## config.mk

```make
export PLATFORM = sky130hd
export DESIGN_NAME = mrd_source
export DESIGN_NICKNAME = d
export VERILOG_FILES = /design/src/verilog/mrd_pkg.sv /design/src/verilog/mrd_source.sv
export SDC_FILE = /design/constraint.sdc
export NUM_CORES = 1
export LEC_CHECK = 0
export BUFFER_PORTS_ARGS = -buffer_cell sky130_fd_sc_hd__buf_4
export CAP_MARGIN = 15
export CORE_MARGIN = 8
export CORE_UTILIZATION = 43
export CTS_BUF_LIST = sky130_fd_sc_hd__clkbuf_16
export DETAILED_ROUTE_END_ITERATION = 16
export PLACE_DENSITY = 0.79
export SLEW_MARGIN = 15
export SYNTH_ARGS = -nofsm -noshare
export SYNTH_HDL_FRONTEND = slang
export SYNTH_SLANG_ARGS = --single-unit
```

## constraint.sdc

```tcl
create_clock -name clk -period 2.34 [get_ports clk]
set_clock_uncertainty 0.2 [all_clocks]
set_input_delay 0.234 -clock clk [delete_from_list [all_inputs] [get_ports clk]]
set_output_delay 0.234 -clock clk [all_outputs]
set_load 0.03 [all_outputs]
```

## src/verilog/mrd_pkg.sv

```systemverilog
package mrd_pkg;

	// sample width, each of real and imaginary part
	localparam int dw = 16;

	// lanes per input beat
	localparam int n_lane = 4;

	// one bank per residue of a radix-7 stage
	localparam int n_bank = 7;

	// cycles in st_sink before the frame is dropped
	localparam logic [11:0] over_limit = 12'd2047;

	typedef enum logic [1:0] {
		st_idle,
		st_sink,
		st_source
	} mrd_state_e;

endpackage

```

## src/verilog/mrd_source.sv

```systemverilog
`timescale 1ns/1ns

module mrd_source import mrd_pkg::*; #(
	parameter int w_addr = 8
) (
	input  logic                clk,
	input  logic                rst_n,
	input  mrd_state_e          fsm,
	input  logic [w_addr:0]     frame_beats,
	output logic                rd_en,
	output logic [2:0]          rd_bank,
	output logic [w_addr-1:0]   rd_addr,
	input  logic signed [dw-1:0] rd_real,
	input  logic signed [dw-1:0] rd_imag,
	output logic                out_valid,
	output logic signed [dw-1:0] out_real,
	output logic signed [dw-1:0] out_imag,
	output logic                out_last,
	output logic                src_done
);

	logic [w_addr+2:0] smp_cnt;
	logic [w_addr+2:0] smp_total;
	logic              rd_stop;
	logic              rd_last;

	// four samples per beat
	assign smp_total = {frame_beats, 2'b00};
	assign rd_last   = (smp_cnt == smp_total - 1'b1);
	assign rd_en     = (fsm == st_source) && !rd_stop;

	// sample k lives at bank k mod 7, row k div 7
	always_ff @(posedge clk) begin
		if (!rst_n || fsm != st_source) begin
			rd_bank <= '0;
			rd_addr <= '0;
			smp_cnt <= '0;
			rd_stop <= 1'b0;
		end else if (rd_en) begin
			smp_cnt <= smp_cnt + 1'b1;
			if (rd_last)
				rd_stop <= 1'b1;
			if (rd_bank == 3'(n_bank - 1)) begin
				rd_bank <= '0;
				rd_addr <= rd_addr + 1'b1;
			end else begin
				rd_bank <= rd_bank + 3'd1;
			end
		end
	end

	// flags trail the read by the ram register stage
	always_ff @(posedge clk) begin
		if (!rst_n) begin
			out_valid <= 1'b0;
			out_last  <= 1'b0;
		end else begin
			out_valid <= rd_en;
			out_last  <= rd_en && rd_last;
		end
	end

	assign out_real = rd_real;
	assign out_imag = rd_imag;
	// frame is finished once its last sample leaves
	assign src_done = out_last;

endmodule

```

**After elaboration in Yosys (flattened, before gate mapping)**

Cells that the tools add are included.

- Eq/ne operators: 4
- Reduce and logical (&&, ||, !) cells: 7
- Multiplexer cells: 1
- Add/sub/neg operators: 4

Operators with widths:

| kind | count |
|---|---|
| 11-bit by 1-bit adder with 11-bit output, second input constant | 1 |
| 11-bit == test | 1 |
| 11-bit by 1-bit subtractor with 11-bit output, second input constant | 1 |
| 8-bit by 1-bit adder with 8-bit output, second input constant | 1 |
| 2-bit AND reduction | 2 |
| 3-bit by 1-bit adder with 3-bit output, second input constant | 1 |
| 3-bit == test, second input constant | 1 |
| 3-bit two-way mux | 1 |
| 2-bit == test, second input constant | 1 |
| 1-bit logical AND | 2 |
| 1-bit logical NOT | 2 |
| 2-bit inequality test, second input constant | 1 |
| 1-bit logical OR | 1 |

- Logic and storage cells: 22
- Register bits after elaboration: 25
- Output and inout port bits: 47

**Depth between registers and ports, before layout**

Gate-level depths: netlist (run 1).

- Word-level depth: 3
- Mapped depth: 7

**Least setup slack after synthesis (run 1)**

No wires, ideal clock.

- Path type: input port to flip-flop
- Start: input port frame_beats[0]
- End: register out_last
- Setup slack: 285 ps
- Arrival: 1795 ps
- Stages on the path: 7
- Cells stage by stage: inv_1 ha_1 xor2_1 nand4_1 or4_1 a2111oi_2 and2_1

- Word-level cells in the longest chain between the ends: 3

Ends and longest elaborated chain:

| item | RTL line | source |
|---|---|---|
| start, declared | mrd_source.sv:9 | `input logic [w_addr:0] frame_beats,` |
| 11-bit by 1-bit subtractor with 11-bit output | mrd_source.sv:29 | `assign rd_last = (smp_cnt == smp_total - 1'b1);` |
| 11-bit == test | mrd_source.sv:29 |  |
| 1-bit logical AND | mrd_source.sv:59 | `out_last <= rd_en && rd_last;` |
| end signal, assigned | mrd_source.sv:59 |  |
| end, declared | mrd_source.sv:18 | `output logic out_last,` |

Every way passes these cells.
A chain may end at the register's enable or synchronous reset.

**Final worst setup path (run 1)**

- Start: register smp_cnt[0]
- End: register out_last

- Word-level cells in the longest chain between the ends: 2

Ends and longest elaborated chain:

| item | RTL line | source |
|---|---|---|
| start, declared | mrd_source.sv:22 | `logic [w_addr+2:0] smp_cnt;` |
| start signal, assigned | mrd_source.sv:40 | `smp_cnt <= smp_cnt + 1'b1;` |
| 11-bit == test | mrd_source.sv:29 |  |
| 1-bit logical AND | mrd_source.sv:59 |  |

Every way passes these cells.

==> qor.csv, run 1 <==
metric;value;unit
status;finished, final reports clean;
timing.setup.tns;0;ns
cp-start-kind;flip-flop;
synth_top_area_cell;dfxtp_1;
max-cap-violations;0;
syn_to_final_growth;8.25;%
cp_max_fo;4;
drt_wl_total;2.90;mm
mappedNetlistNets;226;
min-delay-start;rd_imag[0];
fin_crit;2.07;ns
detail_route.first_pass.iterations;4;
synth-seq-cells;25;
rsz0062_at_grt;no;
clock_latency;0.26;ns
fp.dieH;76.0;µm
async_flop_share;0;
reg2reg_to;out_last$_SDFF_PN0_;
fmax;0.484;GHz
via_per_inst;4.94;
synth_cell_types;32;
place_ws;0.0354;ns
min_path_cells;0;
r2r-start;smp_cnt[0]$_SDFFE_PP0P_;
cp_cell_sequence;ha_1, nand4_1, or4_1, a2111oi_2, and2_1;
num_vias;1112;
cts_max_path_buffers;2;
cts_hold_buf;1;
cts_setup_buffers;0;
layout_common_cells;buf_4, dfxtp_1, nor2_1, xor2_1, xnor2_1;
leakagePower;0.655;nW
cts_buffers;3;
cp_slowest_stage_delay;0.52;ns
cp_slowest_cell;or4_1;
holdCritPathClass;in -> out;
yosysWarnings;0;
maxSlewHeadroom;0.658;
ctsResizeCount;0;
place.gp.congestion;0.825;
regArea;500;µm²
coreArea;3390;µm²
ir_drop;282;µV
ant_nets;0;
grt_pass1_vias;1067;
track_usage;0.0995;
fin_ws;0.274;ns
num_rows;21;
final_common_cell;buf_4;
path_class;reg -> reg;
htreeDepth;1;
holdPathEnd;out_imag[0];
slew_violations;0;
syn_area;1550;µm²
ys_top_cells_by_area;dfxtp_1, buf_4, xor2_1;
num_antenna_cells;0;
worstMarginPinSlew;0.511;ns
drive_gt1_frac;0.223;
yosys.area.top_type_share;0.323;
die_area;5780;µm²
routedWlPerCell;12.9;µm
setup_viol;0;
antenna_found_initial;0;
cts_tree;built;
finalNetCount;228;
rr_worst_depth;5;
ioPinCount;92;
p_per_area;532;nW/µm²
grt_pass1_wl;4.92;mm
root_buffer;clkbuf_16;
die_w;76.0;µm
seq_area_frac_synth;0.323;
synth_edf_count;0;
drcViolationCount;0;
r2r_setup_slack;0.27;ns
multi_input_area;758;µm²
hold_viol;0;
avgSynthCellArea;8.70;µm²
crit_path_end_kind;flip-flop;
clk_pin_slew_worst_paths;0.06;ns
drt_iter0_drc;53;
overflow;0;
grt_max_degree;16;
fillCellCount;305;
cts.sink_count;25;
synth_ff_type;dfxtp_1;
worstPathRequired;2.34;ns
dp_hpwl;2.28;mm
initial_utilization;0.457;
hold_slack;0.268;ns
worstPathArrival;2.07;ns
syn_inst;178;
fin_crit_sh;0.883;
portBuffers;27;
==> per-stage QoR <==
step                utilization  area [µm²]  power [W]  instances
global placement          0.467        1580   0.000518        220
floorplan                     -        1550   0.000587        178
global route              0.494        1680   0.000922        225
finish                    0.494        1680   0.000892        225
detailed placement        0.467        1580   0.000519        220
CTS                       0.494        1680   0.000899        225
==> cell usage after synthesis (2+ instances only) <==
master    number
inv_1          5
and3_1         2
xor2_1        17
a21oi_1        4
nor2_1        19
nand3_1        8
o21ai_0        4
nor3b_1        2
clkbuf_1       3
dfxtp_1       25
nand3b_1       3
xnor2_1       15
nor4_1         2
nand4_1        6
nor3b_2        2
buf_4         33
nor3_1         4
ha_1           3
and4_1         2
and2_1         2
nand2_1        6
==> sequential cells by signal (all words and copies together) (netlist names) <==
signal / flops
rd_addr: 8
rd_bank: 3
out_last: 1
rd_stop: 1
smp_cnt: 11
out_valid: 1
==> per-layer routing <==
layer / wire [µm] / up-vias / GRT usage
li1: - / 568 / -
met1: 1240 / 512 / 0.109
met2: 1410 / 28 / 0.164
met3: 179 / 4 / 0.0318
met4: 60 / 0 / 0.0588
met5: 0 / - / 0
==> cells by family after synthesis <==
group                    after synthesis  share of synthesized area
AO/OA/AOI/OAI                         12                     0.0534
AND/OR/NAND/NOR                       63                      0.225
buffers and inverters                 42                      0.187
flip-flops                            25                      0.323
multiplexers                           1                    0.00647
XOR/XNOR                              32                      0.181
adder cells (fa/ha/maj)                3                     0.0243
==> area by class of cell <==
cell class / instances / share of cell area
clock buffer: 3 / 0.0448
clock inverter: 1 / 0.00448
inverter: 5 / 0.0112
multi-input combinational: 111 / 0.453
sequential: 25 / 0.299
tap: 46 / 0.0344
timing repair buffer: 34 / 0.154
==> critical path: cells and delay by family, from the launching register on <==
family / cells / cell delay (ns)
adder cells (fa/ha/maj): 1 / 0.24
AO/OA/AOI/OAI: 1 / 0.41
AND/OR/NAND/NOR: 3 / 0.78
flip-flops: 1 / 0.37
==> worst max-delay path by stage <==
stage | from | end | slack, ns | cells after the start
floorplan | frame_beats[0] | out_last$_SDFF_PN0_ | 0.29 | 7
global placement | frame_beats[0] | out_last$_SDFF_PN0_ | 0.10 | 8
detailed placement | frame_beats[0] | out_last$_SDFF_PN0_ | 0.04 | 8
CTS | smp_cnt[0]$_SDFFE_PP0P_ | out_last$_SDFF_PN0_ | 0.28 | 5
global route | smp_cnt[2]$_SDFFE_PP0P_ | out_last$_SDFF_PN0_ | 0.16 | 5
finish | smp_cnt[0]$_SDFFE_PP0P_ | out_last$_SDFF_PN0_ | 0.27 | 5
==> power by group <==
group / leakage [nW] / internal, W / switching, W
sequential: 0.202 / 0.000429 / 0.00000290
combinational: 0.416 / 0.0000397 / 0.0000394
clock: 0.0371 / 0.000232 / 0.000149
total: 0.655 / 0.000700 / 0.000192
(Power assumes the default switching activity.)
==> inputs of run 2 (changes only) <==
Settings changed: REMOVE_ABC_BUFFERS from default to 1.
==> qor.csv, run 2 (synthesized netlist as in run 1, its figures left out) <==
metric;value;unit;change
cts_setup_buffers;0;;unchanged
cts_tree;built;;
clk_pin_slew_worst_paths;0.06;ns;about the same
ant_nets;0;;unchanged
holdCritPathClass;in -> reg;;
htreeDepth;1;;unchanged
grt_max_degree;15;;-1
coreArea;3390;µm²;unchanged
drive_gt1_frac;0.219;;-0.00436
num_vias;1128;;+1.4%
fin_crit_sh;0.916;;+0.0331
place_ws;-0.0118;ns;-0.0473 ns
fillCellCount;326;;+6.9%
crit_path_end_kind;flip-flop;;
largest_reg_flops;11;;unchanged
path_class;reg -> reg;;
fp.dieH;76.0;µm;unchanged
portBuffers;27;;unchanged
cp_max_fo;3;;-1
fin_crit;2.14;ns;+0.0774 ns
drt_wl_total;4.12;mm;+42%
cts_max_path_buffers;2;;unchanged
grt_pass1_wl;6.26;mm;+27%
r2r_setup_slack;0.20;ns;-0.08 ns
status;finished, final reports clean;;
worstMarginPinSlew;0.564;ns;+0.0520 ns
via_per_inst;5.04;;+1.9%
root_buffer;clkbuf_16;;
setup_viol;0;;unchanged
maxSlewHeadroom;0.621;;-0.0371
syn_to_final_growth;7.60;%;
final_common_cell;buf_4;;
ioPinCount;92;;unchanged
fmax;0.466;GHz;-3.6%
num_rows;21;;unchanged
dp_hpwl;3.20;mm;+40%
die_w;76.0;µm;unchanged
worstPathArrival;2.14;ns;+0.07 ns
max-cap-violations;0;;unchanged
grt_pass1_vias;1129;;+5.8%
overflow;0;;unchanged
leakagePower;0.653;nW;-0.26%
ir_drop;295;µV;+4.4%
top_register;smp_cnt;;
antenna_found_initial;0;;unchanged
slew_violations;0;;unchanged
utilization;0.491;;-0.00295
cts.sink_count;25;;unchanged
initial_utilization;0.457;;unchanged
track_usage;0.135;;+0.0353
clock_latency;0.25;ns;about the same
die_area;5780;µm²;unchanged
p_per_area;530;nW/µm²;-0.40%
layout_common_cells;buf_4, dfxtp_1, nor2_1, xor2_1, xnor2_1;;
place.gp.congestion;0.780;;-5.4%
finalNetCount;227;;-0.44%
drt_iter0_drc;36;;-32%
fin_ws;0.196;ns;-0.0774 ns
worstPathRequired;2.34;ns;about the same
cp-start-kind;flip-flop;;
detail_route.first_pass.iterations;4;;unchanged
routedWlPerCell;18.4;µm;+43%
hold_viol;0;;unchanged
finalPower;0.000883;W;-0.99%
rsz0062_at_grt;no;;
hold_slack;0.243;ns;-0.0253 ns
timing.setup.tns;0;ns;unchanged
drcViolationCount;0;;unchanged
reg.largest.list;smp_cnt: 11 flops, rd_addr: 8 flops, rd_bank: 3 flops;;
cts_buffers;3;;unchanged
num_antenna_cells;0;;unchanged
==> run 2: final cells by class <==
class,instances,area [µm²],area share
clock inverter,1,5.00,0.00301
sequential,25,500,0.301
clock buffer,3,75.1,0.0451
tap,46,57.6,0.0346
inverter,5,18.8,0.0113
timing repair buffer,33,250,0.150
multi-input combinational,111,758,0.455
==> run 2: worst max-delay path: stages, from the launching register on <==
cell and delay (ns):
dfxtp_1 0.32, nor3b_2 0.31, nand4_1 0.12, or4_1 0.54, a2111oi_2 0.42, and2_1 0.17
==> run 2: metal layers <==
| layer | track usage | vias up | wire length (µm) |
|---|---|---|---|
| met3 | 0.119 | 2 | 740 |
| met2 | 0.153 | 67 | 1470 |
| met4 | 0.0294 | 0 | 12 |
| met1 | 0.173 | 495 | 1900 |
| met5 | 0.0455 | - | 0 |
| li1 | - | 564 | - |
==> run 2: path summary, 6_finish.rpt <==
path | from | cells after the start | endpoint
hold reg to reg | smp_cnt[1]$_SDFFE_PP0P_ | 2 | smp_cnt[1]$_SDFFE_PP0P_
setup reg to reg | rd_stop$_SDFFE_PP0P_ | 5 | out_last$_SDFF_PN0_
setup / recovery | rd_stop$_SDFFE_PP0P_ | 5 | out_last$_SDFF_PN0_
hold / removal | fsm[0] | 5 | smp_cnt[10]$_SDFFE_PP0P_
==> run 2: power breakdown <==
part	switching [W]	internal, W	total (W)
logic	0.0000402	0.0000399	0.0000801
clock network	0.000141	0.000230	0.000371
registers	0.00000294	0.000429	0.000432
==> run 2: per-stage QoR <==
step,instance area [µm²],instances
2_1_floorplan,1280,141
3_3_place_gp,1580,219
3_5_place_dp,1580,219
4_1_cts,1670,224
5_1_grt,1670,224
6_report,1670,224
==> run 2: what timing repair did <==
| action | CTS | global route |
|---|---|---|
| gates resized for setup | 0 | 0 |
| hold buffers | 1 | 0 |
| endpoints found under the setup margin | 0 | 0 |
| endpoints found under the hold margin | 1 | 0 |
