--- config.mk ---
export PLATFORM = sky130hd
export DESIGN_NAME = mrd_fsm
export DESIGN_NICKNAME = d
export VERILOG_FILES = /design/src/verilog/mrd_pkg.sv /design/src/verilog/mrd_fsm.sv
export SDC_FILE = /design/constraint.sdc
export NUM_CORES = 1
export LEC_CHECK = 0
export ABC_CLOCK_PERIOD_IN_PS = 1310
export CORE_AREA = 2 2 39 41
export CTS_CLUSTER_DIAMETER = 200
export DETAILED_ROUTE_END_ITERATION = 16
export DIE_AREA = 0 0 41 43
export DONT_BUFFER_PORTS = 1
export PLACE_DENSITY = 0.3
export SLEW_MARGIN = 30
export SYNTH_ARGS = -nofsm -noshare
export SYNTH_HDL_FRONTEND = slang
export SYNTH_SLANG_ARGS = --single-unit
--- constraint.sdc ---
create_clock -name clk -period 1.31 [get_ports clk]
set_clock_uncertainty 0.05 [all_clocks]
set_input_delay 0.0655 -clock clk [delete_from_list [all_inputs] [get_ports clk]]
set_output_delay 0.0655 -clock clk [all_outputs]
set_load 0.03 [all_outputs]
--- src/verilog/mrd_pkg.sv ---
package mrd_pkg;

	// sample width, each of real and imaginary part
	localparam int dw = 16;

	// lanes per input beat
	localparam int n_lane = 4;

	// one bank per residue of a radix-7 stage
	localparam int n_bank = 7;

	// cycles in st_sink before the frame is dropped
	localparam logic [11:0] over_limit = 12'd2047;

	typedef enum logic [1:0] {
		st_idle,
		st_sink,
		st_source
	} mrd_state_e;

endpackage

--- src/verilog/mrd_fsm.sv ---
`timescale 1ns/1ns

module mrd_fsm import mrd_pkg::*; (
	input  logic       clk,
	input  logic       rst_n,
	input  logic       in_valid,
	input  logic       sink_end,
	input  logic       over_time,
	input  logic       src_done,
	output mrd_state_e fsm
);

	logic valid_q;

	always_ff @(posedge clk) begin
		if (!rst_n) begin
			fsm     <= st_idle;
			valid_q <= 1'b0;
		end else begin
			valid_q <= in_valid;
			case (fsm)
				st_idle: begin
					// only a fresh rise starts a frame, a dropped frame still holding valid is ignored
					if (in_valid && !valid_q)
						fsm <= st_sink;
				end
				st_sink: begin
					if (over_time)
						fsm <= st_idle;
					else if (sink_end)
						fsm <= st_source;
				end
				st_source: begin
					if (src_done)
						fsm <= st_idle;
				end
				default: fsm <= st_idle;
			endcase
		end
	end

	a_source_from_sink: assert property (@(posedge clk) disable iff (!rst_n)
		$rose(fsm == st_source) |-> $past(fsm) == st_sink);

endmodule

# --- Word-level counts from Yosys, hierarchy flattened ---
# Index checks and enable logic that the tools add are counted.
totals:
  reg_bits: 3
  wordCells: 16
  inputBits: 6
  output_inout_bits: 2
op_classes:
  mux: 5
  n_reduce_logical: 4
  eq_ne: 5
op_table:
  columns: ["cell", "n"]
  rows:
  - ["$mux W2", 4]
  - ["$pmux W2 S3", 1]
  - ["$ne A2 B2 Y1 const B", 2]
  - ["$ne A3 B3 Y1 const B", 1]
  - ["$reduce_and A3 Y1", 1]
  - ["$eq A2 B1 Y1 const B", 1]
  - ["$eq A2 B2 Y1 const B", 1]
  - ["$logic_not A2 Y1", 1]
  - ["$logic_and A1 B1 Y1", 1]
  - ["$logic_not A1 Y1", 1]

# --- Depth between registers and ports, before layout ---
# Gate-level depths: netlist of the first run.
depth:
  depth_word: 4
  ltp_mapped: 2
  ltp_nobuf: 2

# --- Least setup slack after synthesis of the first run ---
# Ideal clock, no wire load.
synth_timing:
  kind: "reg-to-reg"
  startpoint: "register fsm[0]"
  endpoint: "register fsm[0]"
  required_ns: 1.194
  n_path_buf: 0
  arrival_ns: 1.006
  synth_period_minus_slack_ns: 1.122
  path_slack_ns: 0.188
  setup_time_ns: 0.066
  path_stages_with_launch: 3
  path_cell_list: "dfxtp_1 > or3b_1 > a21oi_2"
synth_between:
  elab_chain_len: 3
  elab_cells_between_ends: 8
  classes_between: "5 x eq/ne; 1 x mux; 2 x reduce/logical"
synth_lines:
  columns: ["item", "line_no", "text"]
  rows:
  - ["start, declared", "mrd_fsm.sv:10", "output mrd_state_e fsm"]
  - ["start signal, assigned", "mrd_fsm.sv:17", "fsm <= st_idle;"]
  - ["start signal, assigned", "mrd_fsm.sv:25", "fsm <= st_sink;"]
  - ["start signal, assigned", "mrd_fsm.sv:29", "fsm <= st_idle;"]
  - ["$eq A2 B1 Y1, or another cell as far along", "mrd_fsm.sv:21", "case (fsm)"]
  - ["$ne A3 B3 Y1 (no source line) / $ne A2 B2 Y1 (equally long branches)", null, null]
  - ["$reduce_and A3 Y1 (no source line)", null, null]
# Parallel ways exist; a longest one is shown, timed or not.
# A chain may end at the register's enable or synchronous reset.

# --- Final worst setup path of the first run ---
layout_timing:
  startpoint: "input in_valid"
  endpoint: "register valid_q"
layout_rtl:
  columns: ["item", "line_no", "text"]
  rows:
  - ["start, declared", "mrd_fsm.sv:6", "input logic in_valid,"]
  - ["end signal, assigned", "mrd_fsm.sv:20", "valid_q <= in_valid;"]
  - ["end, declared", "mrd_fsm.sv:13", "logic valid_q;"]
# No word-level cell between the ends.

==> run summary, run 1 <==
The maximum number of pins on one net before global-route repair came out at 6. The path class of the tightest hold or removal check is in -> reg. The routed length per placed instance came out at 8.58 um.

The flow ran to the end, and the final reports show no timing, DRC or antenna violations. The upper clock frequency limit came out at 843 MHz. From synthesis to final layout, the design area changed by 89.9%. The clock drives 3 sinks. The number of antenna diodes in the final layout is 0.

The die covers roughly 1800 um^2. The register area came out at ~60 um^2. Hold repair after CTS inserted 5 buffers. The maximum clock path buffer count is 2. The number of routed nets with antenna violations came out at 0. The required time of the critical path is 1.38 ns. The fraction of synthesized area in multiplexers came out at 0%.

The wire length of the first global-routing pass is 538 um. After Yosys synthesis, and, or, nand and nor cells account for 38.4% of the synthesized area. The number of DRC markers after the initial detailed-route iteration is 4. The adder and majority gate portion of the synthesized area is 0%.

The clock latency at the later pin of the worst-skew pair is 0.23 ns. The number of top-level pins came out at 8. The fill cell instance count of the final layout is 161. Measured along the x axis, the die boundary spans 41 um.

Across all hold checks on the routed design, the worst slack comes to 0.0147 ns. The worst-case IR drop observed on VDD is 317 uV. STA classifies the critical path startpoint as an input port. Clock-pin slew was measured on the worst setup and hold paths at approximately 0.04 ns. Setup repair after global routing left no endpoint under its margin. The cell area after placement came out at 159 um^2. The via count is 123. The total overflow reported by the global router came out at 0. After routing, the total negative slack on setup checks comes to 0 ns.

The cell sitting at the root of the clock tree is a clkbuf_4. In the final layout, the share of cells above drive strength 1 is 27.3%. The congestion estimate from routability-driven global placement came to 0.497. The final-stage net count came out at 29.

The initial utilization of the core area, before any placement, comes to 8.95%. The count of endpoints failing hold in the final timing report is 0. The category of the critical setup timing path is in -> reg. Subtracting the final worst setup slack from the clock period gives ~1.2 ns. The worst slew margin relative to its limit came out at 85.1%. The actual transition at the worst max-transition pin is 0.221 ns. The part of the cycle the worst path needs came out at 90.5%. The final number of max-transition violations came out at 0.

The via count normalized by instance count is roughly 3.2. The iteration count of the initial detailed-routing pass is 4. The number of buffers inserted by post-CTS setup repair came out at 0. In this run the cell area of the synthesized design comes to roughly 120 um^2. The mean cell area of the mapped netlist came out at 11.3 um^2. The complex-gate fraction of the synthesized area is 13.1%. After Yosys synthesis, XOR and XNOR cells account for 0% of the synthesized area. The footprint of the multi-input gates came out at 63.8 um^2.

The number of instances resized during post-cts repair came out at 0. Synthesis produced 11 cells. Summed over all layers, the routed wires come to 326 um. The vertical extent of the die came out at 43 um. The number of standard-cell rows in the floorplan came out at 14.

The number of DRC violations after detailed routing came out at 0. In the layout the commonest cells are dlygate4sd3_1 (5), clkbuf_4 (3), dfxtp_1 (3). Input and output buffers added on the ports amount to 0. The yosys synthesis warning count came out at 0.

The number of library cell types mapped by synthesis is 8. After synthesis, flip-flops and latches occupy 48.5% of the total area. The standard cell core area came out at roughly 1400 um^2.

The global-route usage over all layers came out at 5.12%. The leading cell type in the layout, fill and taps excluded is dlygate4sd3_1. The reported max-cap violation count came out at 0. The endpoint arrival time on the critical path came out at 1.26 ns. For this design the ratio of total power to cell area is 1260 nW/um^2.

The number of buffers inserted during clock tree synthesis is 3. The number of nets handed over by synthesis was 17. The maximum level of the CTS H-tree is 1.

The worst setup path is captured at a register. TritonCTS built the clock tree. The initial antenna violation count is 0. The synthesized design contains 3 register bits. The final instance area is between 200 and 250 um^2.

The via count of the first global-routing pass is approximately 140. By area, the combinational part of the netlist is dominated by simple AND/OR/NAND/NOR gates. The reported leakage power came out at 0.0000920 uW.

The total of endpoints with negative setup slack in the final report came out at 0. The largest fanout on the critical path came out at 2.
==> through the flow <==
| stage | power, uW | cells | setup slack [ns] | utilization [%] |
|---|---|---|---|---|
| 2_1_floorplan | 115 | 11 | 0.188 | - |
| 5_1_grt | 319 | 38 | 0.106 | 17.0 |
| 3_5_place_dp | 120 | 29 | 0.349 | 11.5 |
| 3_3_place_gp | 120 | 29 | 0.345 | 11.5 |
| 6_report | 296 | 38 | 0.124 | 17.0 |
| 4_1_cts | 303 | 38 | 0.134 | 17.0 |
==> area by class of cell <==
| class | instances | share of cell area, % |
|---|---|---|
| clock buffer | 4 | 11.2 |
| sequential | 3 | 25.5 |
| timing repair buffer | 7 | 27.7 |
| tap | 16 | 8.51 |
| multi-input combinational | 8 | 27.1 |
==> path summary, 6_finish.rpt <==
| kind | from | end | slack (ns) | cells past startpoint |
|---|---|---|---|---|
| setup / recovery | in_valid | valid_q | 0.12 | 3 |
| hold / removal | over_time | fsm[1] | 0.01 | 2 |
| setup reg to reg | fsm[0] | fsm[0] | 0.34 | 2 |
| hold reg to reg | valid_q | fsm[0] | 0.45 | 2 |
==> power by group <==
group / internal, uW / switching, uW
Clock: 114 / 50.7
Sequential: 96.2 / 2.99
Combinational: 19.6 / 12.1
Total: 230 / 65.7
==> worst max-delay path: stages <==
cell	delay, ns
dlygate4sd3_1	0.52
and2_1	0.13
dlygate4sd3_1	0.54
==> cells in the mapped netlist <==
cell	n	area share, %
and2_1	1	5.1
dfxtp_1	3	48
or3b_1	2	14
a21oi_2	1	7.1
o21a_1	1	6.1
nand2b_1	1	5.1
nor4bb_1	1	8.1
nor3b_1	1	6.1
==> routing by layer <==
layer | vias to the layer above | GRT usage, % | part of all wire, %
li1 | 61 | - | -
met1 | 51 | 6.73 | 47
met2 | 11 | 4.69 | 29
met3 | 0 | 4.71 | 24
met4 | 0 | 4.00 | 0
met5 | - | 0 | 0
==> cell families after synthesis <==
kind of cell / Yosys count
compound gates: 2
flops: 3
simple gates: 6
==> registers in the layout (all words and copies together) (netlist names) <==
register  count
valid_q       1
fsm           2
(Power assumes the default switching activity.)
==> run 2: changes to the inputs <==
--- a/config.mk
+++ b/config.mk
@@ -5,7 +5,7 @@
 export SDC_FILE = /design/constraint.sdc
 export NUM_CORES = 1
 export LEC_CHECK = 0
-export ABC_CLOCK_PERIOD_IN_PS = 1310
+export ABC_CLOCK_PERIOD_IN_PS = 1500
 export CORE_AREA = 2 2 39 41
 export CTS_CLUSTER_DIAMETER = 200
 export DETAILED_ROUTE_END_ITERATION = 16
==> constraint.sdc (replaced) <==
create_clock -name clk -period 1.5 [get_ports clk]
set_clock_uncertainty 0.05 [all_clocks]
set_input_delay 0.075 -clock clk [delete_from_list [all_inputs] [get_ports clk]]
set_output_delay 0.075 -clock clk [all_outputs]
set_load 0.03 [all_outputs]
==> run 2 against run 1 <==
Combinational power is 38% lower. Register-to-register slack got worse by 0.03 ns. Worst setup slack better by 0.19 ns. Final cell count decreased by 5.3%. Sequential share of layout area up 2.1 points. Die area unchanged. Utilization decreased by 1.3 points. Critical path depth fell by 1. Critical path type is now reg -> reg. Largest power group unchanged. Highest routed layer unchanged.
==> run summary, run 2 (synthesis results as in run 1) <==
The number of cells in the design after placement is 28 (-3.4%). The total overflow reported by the global router came out at 0 (unchanged). The die outline width came to 41 um (unchanged). The number of routed nets with antenna violations came out at 0 (unchanged). The clock latency at the later pin of the worst-skew pair is 0.23 ns (about the same). The count of buffers from port buffering came to 0 (unchanged). STA classifies the critical path endpoint as a register. The number of sinks on the clock net is 3 (unchanged). The wire length of the first global-routing pass is 503 um (-6.5%). The initial antenna violation count is 0 (unchanged). The number of diodes came out at 0 (unchanged). The maximum number of pins on one net before global-route repair is 6 (unchanged). The number of standard-cell rows in the floorplan was 14 (unchanged). The routability congestion estimate is 0.442 (-11%). The number of DRC violations after detailed routing came out at 0 (unchanged). The launching element type of the critical path is a register. The post-detailed-routing wire length is 323 um (-0.92%). The run finished with clean final reports. The root buffer cell chosen for the clock tree is clkbuf_4. The endpoint arrival time on the critical path came to 1.31 ns (+0.05 ns).

The largest registers in the layout are fsm (2), valid_q (1). The power density of the placed cells came out at 1160 nW/um^2 (-8.0%). The final-stage net count is 27 (-6.9%). The largest fanout on the critical path is 5 (+3). The worst slew margin relative to its limit is 73.9% (-11 points). The number of DRC markers after the initial detailed-route iteration is 0 (-4).

The routed length per placed instance came out at 8.97 um (+4.6%). The worst stage delay on the critical path is 0.55 ns (about the same). The fill cell instance count of the final layout is 158 (-1.9%). The clock transition at the registers of the reported paths is 0.04 ns (about the same). The die footprint is 1760 um^2 (unchanged). The number of top-level pins came out at 8 (unchanged). Leaving out fill and tap cells, the most frequent cells in the layout are dlygate4sd3_1 (4), clkbuf_4 (3), dfxtp_1 (3).

The maximum ir drop on the vdd rail is 174 uV (-45%). The number of non-filler instances in the completed layout is 36 (-5.3%). Setup repair after global routing left no endpoint under its margin. The total of endpoints with negative setup slack in the final report came to 0 (unchanged). The maximum level of the CTS H-tree came out at 1 (unchanged). The final sum of negative setup slack came to 0 ns (unchanged). The share of post-route cells with drive strength above 1 came out at 25.0% (-2.3 points).

The reported max-cap violation count came out at 0 (unchanged). Walking the worst path, the cells encountered are or3b_1 > a21oi_2. The smallest hold slack came out at 0.0260 ns (+0.0113 ns).

The via count is 114 (-7.3%). The worst setup path is of the reg -> reg kind. The iteration count of the initial detailed-routing pass is 1 (-3). The via count normalized by instance count is 3.17 (-2.2%). The required time of the critical path is 1.62 ns (+0.24 ns).

The final critical delay including setup and external delays is 1.19 ns. The flip-flop count of the largest register after layout came out at 2 (unchanged). TritonCTS built the clock tree.

The largest individual stage delay along the critical path comes from the cell dfxtp_1. The count of endpoints failing hold in the final timing report is 0 (unchanged). The final number of max-transition violations came out at 0 (unchanged). The path class of the tightest hold or removal check is in -> reg. The part of the cycle the worst path needs came out at 79.2%. The effective utilization at floorplan is 8.95% (unchanged).

Counting flops per register, the top entry is fsm. The synthesis-to-layout area growth came out at 75.8%. The maximum clock path buffer count came out at 2 (unchanged). The number of buffers inserted during clock tree synthesis was 3 (unchanged). The via count of the first global-routing pass came to 145 (+5.1%). The upper clock frequency limit is 841 MHz. The actual transition at the worst max-transition pin is 0.391 ns (+0.170 ns). The reported leakage power was 0.0000812 uW (-12%). The leading cell type in the layout, fill and taps excluded is dlygate4sd3_1. The vertical extent of the die was 43 um (unchanged). The standard cell core area came to 1380 um^2 (unchanged). The number of buffers inserted by post-CTS setup repair was 0 (unchanged).

The global-route usage over all layers came out at 5.11% (-0.0051 points).
-- run 2: cell count changes in the layout (fill, tap and decap cells not counted), sizes merged --
cell | before | now
buf | 2 | 1
dlygate4sd3 | 5 | 4
-- run 2: cell type report --
cell class	count	area, um^2	share of cell area [%]
repair buffers	5	47.5	21.8
multi-input cells	8	63.8	29.3
well taps	16	20.0	9.20
flip-flops and latches	3	60.1	27.6
clock buffers	4	26.3	12.1
-- run 2: metrics by stage --
| stage | util, % | power (uW) | instance area [um^2] | worst slack [ns] |
|---|---|---|---|---|
| floorplan | - | 100 | 124 | 0.378 |
| global placement | 10.9 | 102 | 151 | 0.331 |
| detailed placement | 10.9 | 102 | 151 | 0.325 |
| CTS | 15.7 | 261 | 218 | 0.295 |
| global route | 15.7 | 271 | 218 | 0.241 |
| finish | 15.7 | 252 | 218 | 0.311 |
-- run 2: layer usage --
layer / part of all wire (%) / global-route usage [%] / wire length (um)
met2: 32 / 5.94 / 102
met1: 47 / 3.19 / 152
met4: 0 / 4.00 / 0
met5: 0 / 0 / 0
met3: 21 / 8.38 / 69
-- run 2: power by group --
| part | internal, uW | switching, uW | total (uW) |
|---|---|---|---|
| logic | 13.3 | 6.34 | 19.7 |
| registers | 84.0 | 6.30 | 90.3 |
| clock network | 99.7 | 42.3 | 142 |
-- run 2: path summary, 6_finish.rpt --
| path | from | endpoint | slack, ns | cells after the start |
|---|---|---|---|---|
| max | fsm[0] | fsm[0] | 0.31 | 2 |
| min | over_time | fsm[1] | 0.03 | 2 |
| max reg2reg | fsm[0] | fsm[0] | 0.31 | 2 |
| min reg2reg | valid_q | fsm[0] | 0.45 | 2 |
-- run 2: critical path: cells and delay by family (launching register included) --
kind	cells	cell delay, ns
flops	1	0.55
simple gates	1	0.41
compound gates	1	0.12
-- run 2: what timing repair did --
item	in CTS	in global routing
gates resized for setup	0	0
hold buffers	4	0
hold endpoints to repair	3	0
==> run 3: changes to the inputs <==
--- a/config.mk
+++ b/config.mk
@@ -5,7 +5,7 @@
 export SDC_FILE = /design/constraint.sdc
 export NUM_CORES = 1
 export LEC_CHECK = 0
-export ABC_CLOCK_PERIOD_IN_PS = 1500
+export ABC_CLOCK_PERIOD_IN_PS = 1000
 export CORE_AREA = 2 2 39 41
 export CTS_CLUSTER_DIAMETER = 200
 export DETAILED_ROUTE_END_ITERATION = 16
==> constraint.sdc (replaced) <==
create_clock -name clk -period 1 [get_ports clk]
set_clock_uncertainty 0.05 [all_clocks]
set_input_delay 0.05 -clock clk [delete_from_list [all_inputs] [get_ports clk]]
set_output_delay 0.05 -clock clk [all_outputs]
set_load 0.03 [all_outputs]
==> run 3 against run 2 <==
The flow now finishes with violations (negative hold slack). Flip-flop and latch count unchanged. Global-route usage up 0.11 points. Worst hold slack worse by 0.067 ns. Critical path depth up 1. Register-to-register slack worse by 0.28 ns. Sequential power up 43%. Sequential share of layout area up 1.2 points. Largest cell class unchanged.
==> run summary, run 3 (synthesis results as in run 1) <==
The run finished, with violations left. The checks that failed: negative hold slack. The required time of the critical path is 1.11 ns (-0.51 ns). The kind of cell with the highest combined delay along the critical path is buffers and inverters.

The met1 wire length is 161 um (+5.9%). The final sum of negative setup slack came out at 0 ns (unchanged). The flip-flop count of the largest register after layout is 2 (unchanged). The standard cell core area is 1380 um^2 (unchanged). The number of cells in the design after placement was 29 (+3.6%). STA classifies the critical path endpoint as a register.

TritonCTS built the clock tree. The global-route usage over all layers came out at 5.22% (+0.11 points). The worst reg-to-reg path cell count is 2 (unchanged).

The number of buffers inserted during clock tree synthesis is 3 (unchanged). Routed signal wires occupy layers up through met4. The maximum clock path buffer count is 2 (unchanged). The via count normalized by instance count was 3.44 (+8.8%).

The cell sitting at the root of the clock tree is a clkbuf_4. The count of buffering cells on the critical path with inverters included came out at 1 (+1). The number of diodes came to 0 (unchanged). The worst stage delay on the critical path came to 0.53 ns (-0.02 ns). The footprint of the multi-input gates was 66.3 um^2 (+3.9%). The post-detailed-routing wire length is 313 um (-3.1%). The register area is 63.8 um^2 (+6.2%). The fill cell instance count of the final layout is 152 (-3.8%). The clock latency at the later pin of the worst-skew pair came out at 0.23 ns (about the same). The number of non-filler instances in the completed layout was 36 (unchanged). The total of endpoints with negative setup slack in the final report is 0 (unchanged). The initial antenna violation count is 0 (unchanged). The via count of the first global-routing pass was 130 (-10%). STA classifies the critical path startpoint as an input port. The maximum ir drop on the vdd rail is 388 uV (+120%). The top cell types in the final layout, fill and taps aside, are clkbuf_4 (3), dlygate4sd3_1 (3), dfxtp_1 (2), buf_4 (2). The effective utilization at floorplan is 8.95% (unchanged). The number of sinks on the clock net came out at 3 (unchanged). fsm holds more flip-flops than any other register. The count of buffers from port buffering came out at 0 (unchanged). The actual transition at the worst max-transition pin came to 0.272 ns (-0.119 ns). The count of endpoints failing hold in the final timing report came out at 1 (+1). The routability congestion estimate came to 0.482 (+9.0%). The cell area after placement came out at 163 um^2 (+7.4%). The reported leakage power came out at 0.0000847 uW (+4.3%). The number of buffers inserted by post-CTS setup repair came out at 0 (unchanged). The worst slew margin relative to its limit came out at 81.6% (+7.7 points). The largest registers in the layout are fsm (2), valid_q (1). The maximum number of pins on one net before global-route repair was 5 (-1). The iteration count of the initial detailed-routing pass came out at 2 (+1). The worst path in the final design needs a cycle of a little under 1 ns, including I/O delays and setup. The power density of the placed cells came out at 1710 nW/um^2 (+48%). The total length of routed met3 wires is 59 um (-14%).

The signal on the critical path passes through dlygate4sd3_1 > or3b_4 > a21oi_2. The largest fanout on the critical path was 2 (-3). The vertical extent of the die was 43 um (unchanged). The synthesis-to-layout area growth is 78.8%.

The number of standard-cell rows in the floorplan came to 14 (unchanged). The clock transition at the registers of the reported paths is 0.03 ns (about the same). The worst hold path cell count is 2 (unchanged). The worst slack after detailed placement is 0.0355 ns (-0.289 ns).

The final-stage net count came to 27 (unchanged). The share of post-route cells with drive strength above 1 was 40.0% (+15 points). The die footprint came out at 1760 um^2 (unchanged). The final number of max-transition violations came out at 0 (unchanged). The reported max-cap violation count was 0 (unchanged). In this run the worst hold path is classified as in -> reg.

The total met2 wirelength after detailed routing is 84 um (-18%). The critical path is of the in -> reg type. The wire length of the first global-routing pass was 483 um (-4.0%). The maximum level of the CTS H-tree came out at 1 (unchanged).

The number of DRC violations after detailed routing came to 0 (unchanged). Setup repair after global routing could not meet its margin everywhere. The worst setup margin was 0.0242 ns (-0.287 ns). The number of buffers added to fix hold violations after cts came out at 3 (-1). The number of routed nets with antenna violations is 0 (unchanged). The smallest hold slack came out at -0.0415 ns (-0.0675 ns). The upper clock frequency limit is 1020 MHz. The final instance area came to 221 um^2 (+1.7%). The die outline width was 41 um (unchanged). The routed length per placed instance came out at 8.69 um (-3.1%). The part of the cycle the worst path needs came out at 97.6%. The number of top-level pins was 8 (unchanged). For this design, the slowest cell found on the critical path is dlygate4sd3_1.

The via count is 124 (+8.8%). The number of DRC markers after the initial detailed-route iteration was 2 (+2). The endpoint arrival time on the critical path is 1.09 ns (-0.22 ns).

The total overflow reported by the global router is 0 (unchanged). The number of cells on the critical path was 3 (+1).
[run 3: area by class of cell]
type / count / area share, %
Multi-Input combinational cell: 8 / 29.9
Tap cell: 16 / 9.04
Timing Repair Buffer: 5 / 20.3
Sequential cell: 3 / 28.8
Clock buffer: 4 / 11.9
[run 3: worst reg2reg max path: stages, from the launching register on]
cell and delay [ns]:
dfxtp_4 0.34, or3b_4 0.38, a21oi_2 0.13
[run 3: report_power, final]
| part | internal [uW] | switching (uW) | leakage [uW] |
|---|---|---|---|
| logic | 21.6 | 15.4 | 0.0000444 |
| registers | 125 | 3.42 | 0.0000253 |
| clock network | 150 | 63.9 | 0.0000150 |
[run 3: worst paths after layout]
check        slack [ns]  startpoint  endpoint
min reg2reg        0.44     valid_q    fsm[0]
min               -0.04   over_time    fsm[0]
max reg2reg        0.03      fsm[0]    fsm[0]
max                0.02    sink_end    fsm[0]
[run 3: per-stage QoR]
stage | util [%] | total power [uW]
final | 16.0 | 379
after floorplan | - | 149
after detailed placement | 11.8 | 157
after global placement | 11.8 | 156
after global routing | 16.0 | 410
after CTS | 15.8 | 389
[run 3: what timing repair did]
action                     in CTS  in global routing
hold endpoints to repair        3                  2
gates resized for setup         0                  1
setup endpoints to repair       0                  1
[run 3: per-layer routing]
layer / GRT usage [%] / vias up
li1: - / 60
met3: 8.38 / 2
met4: 6.00 / 0
met5: 0 / -
met1: 3.85 / 52
met2: 4.69 / 10
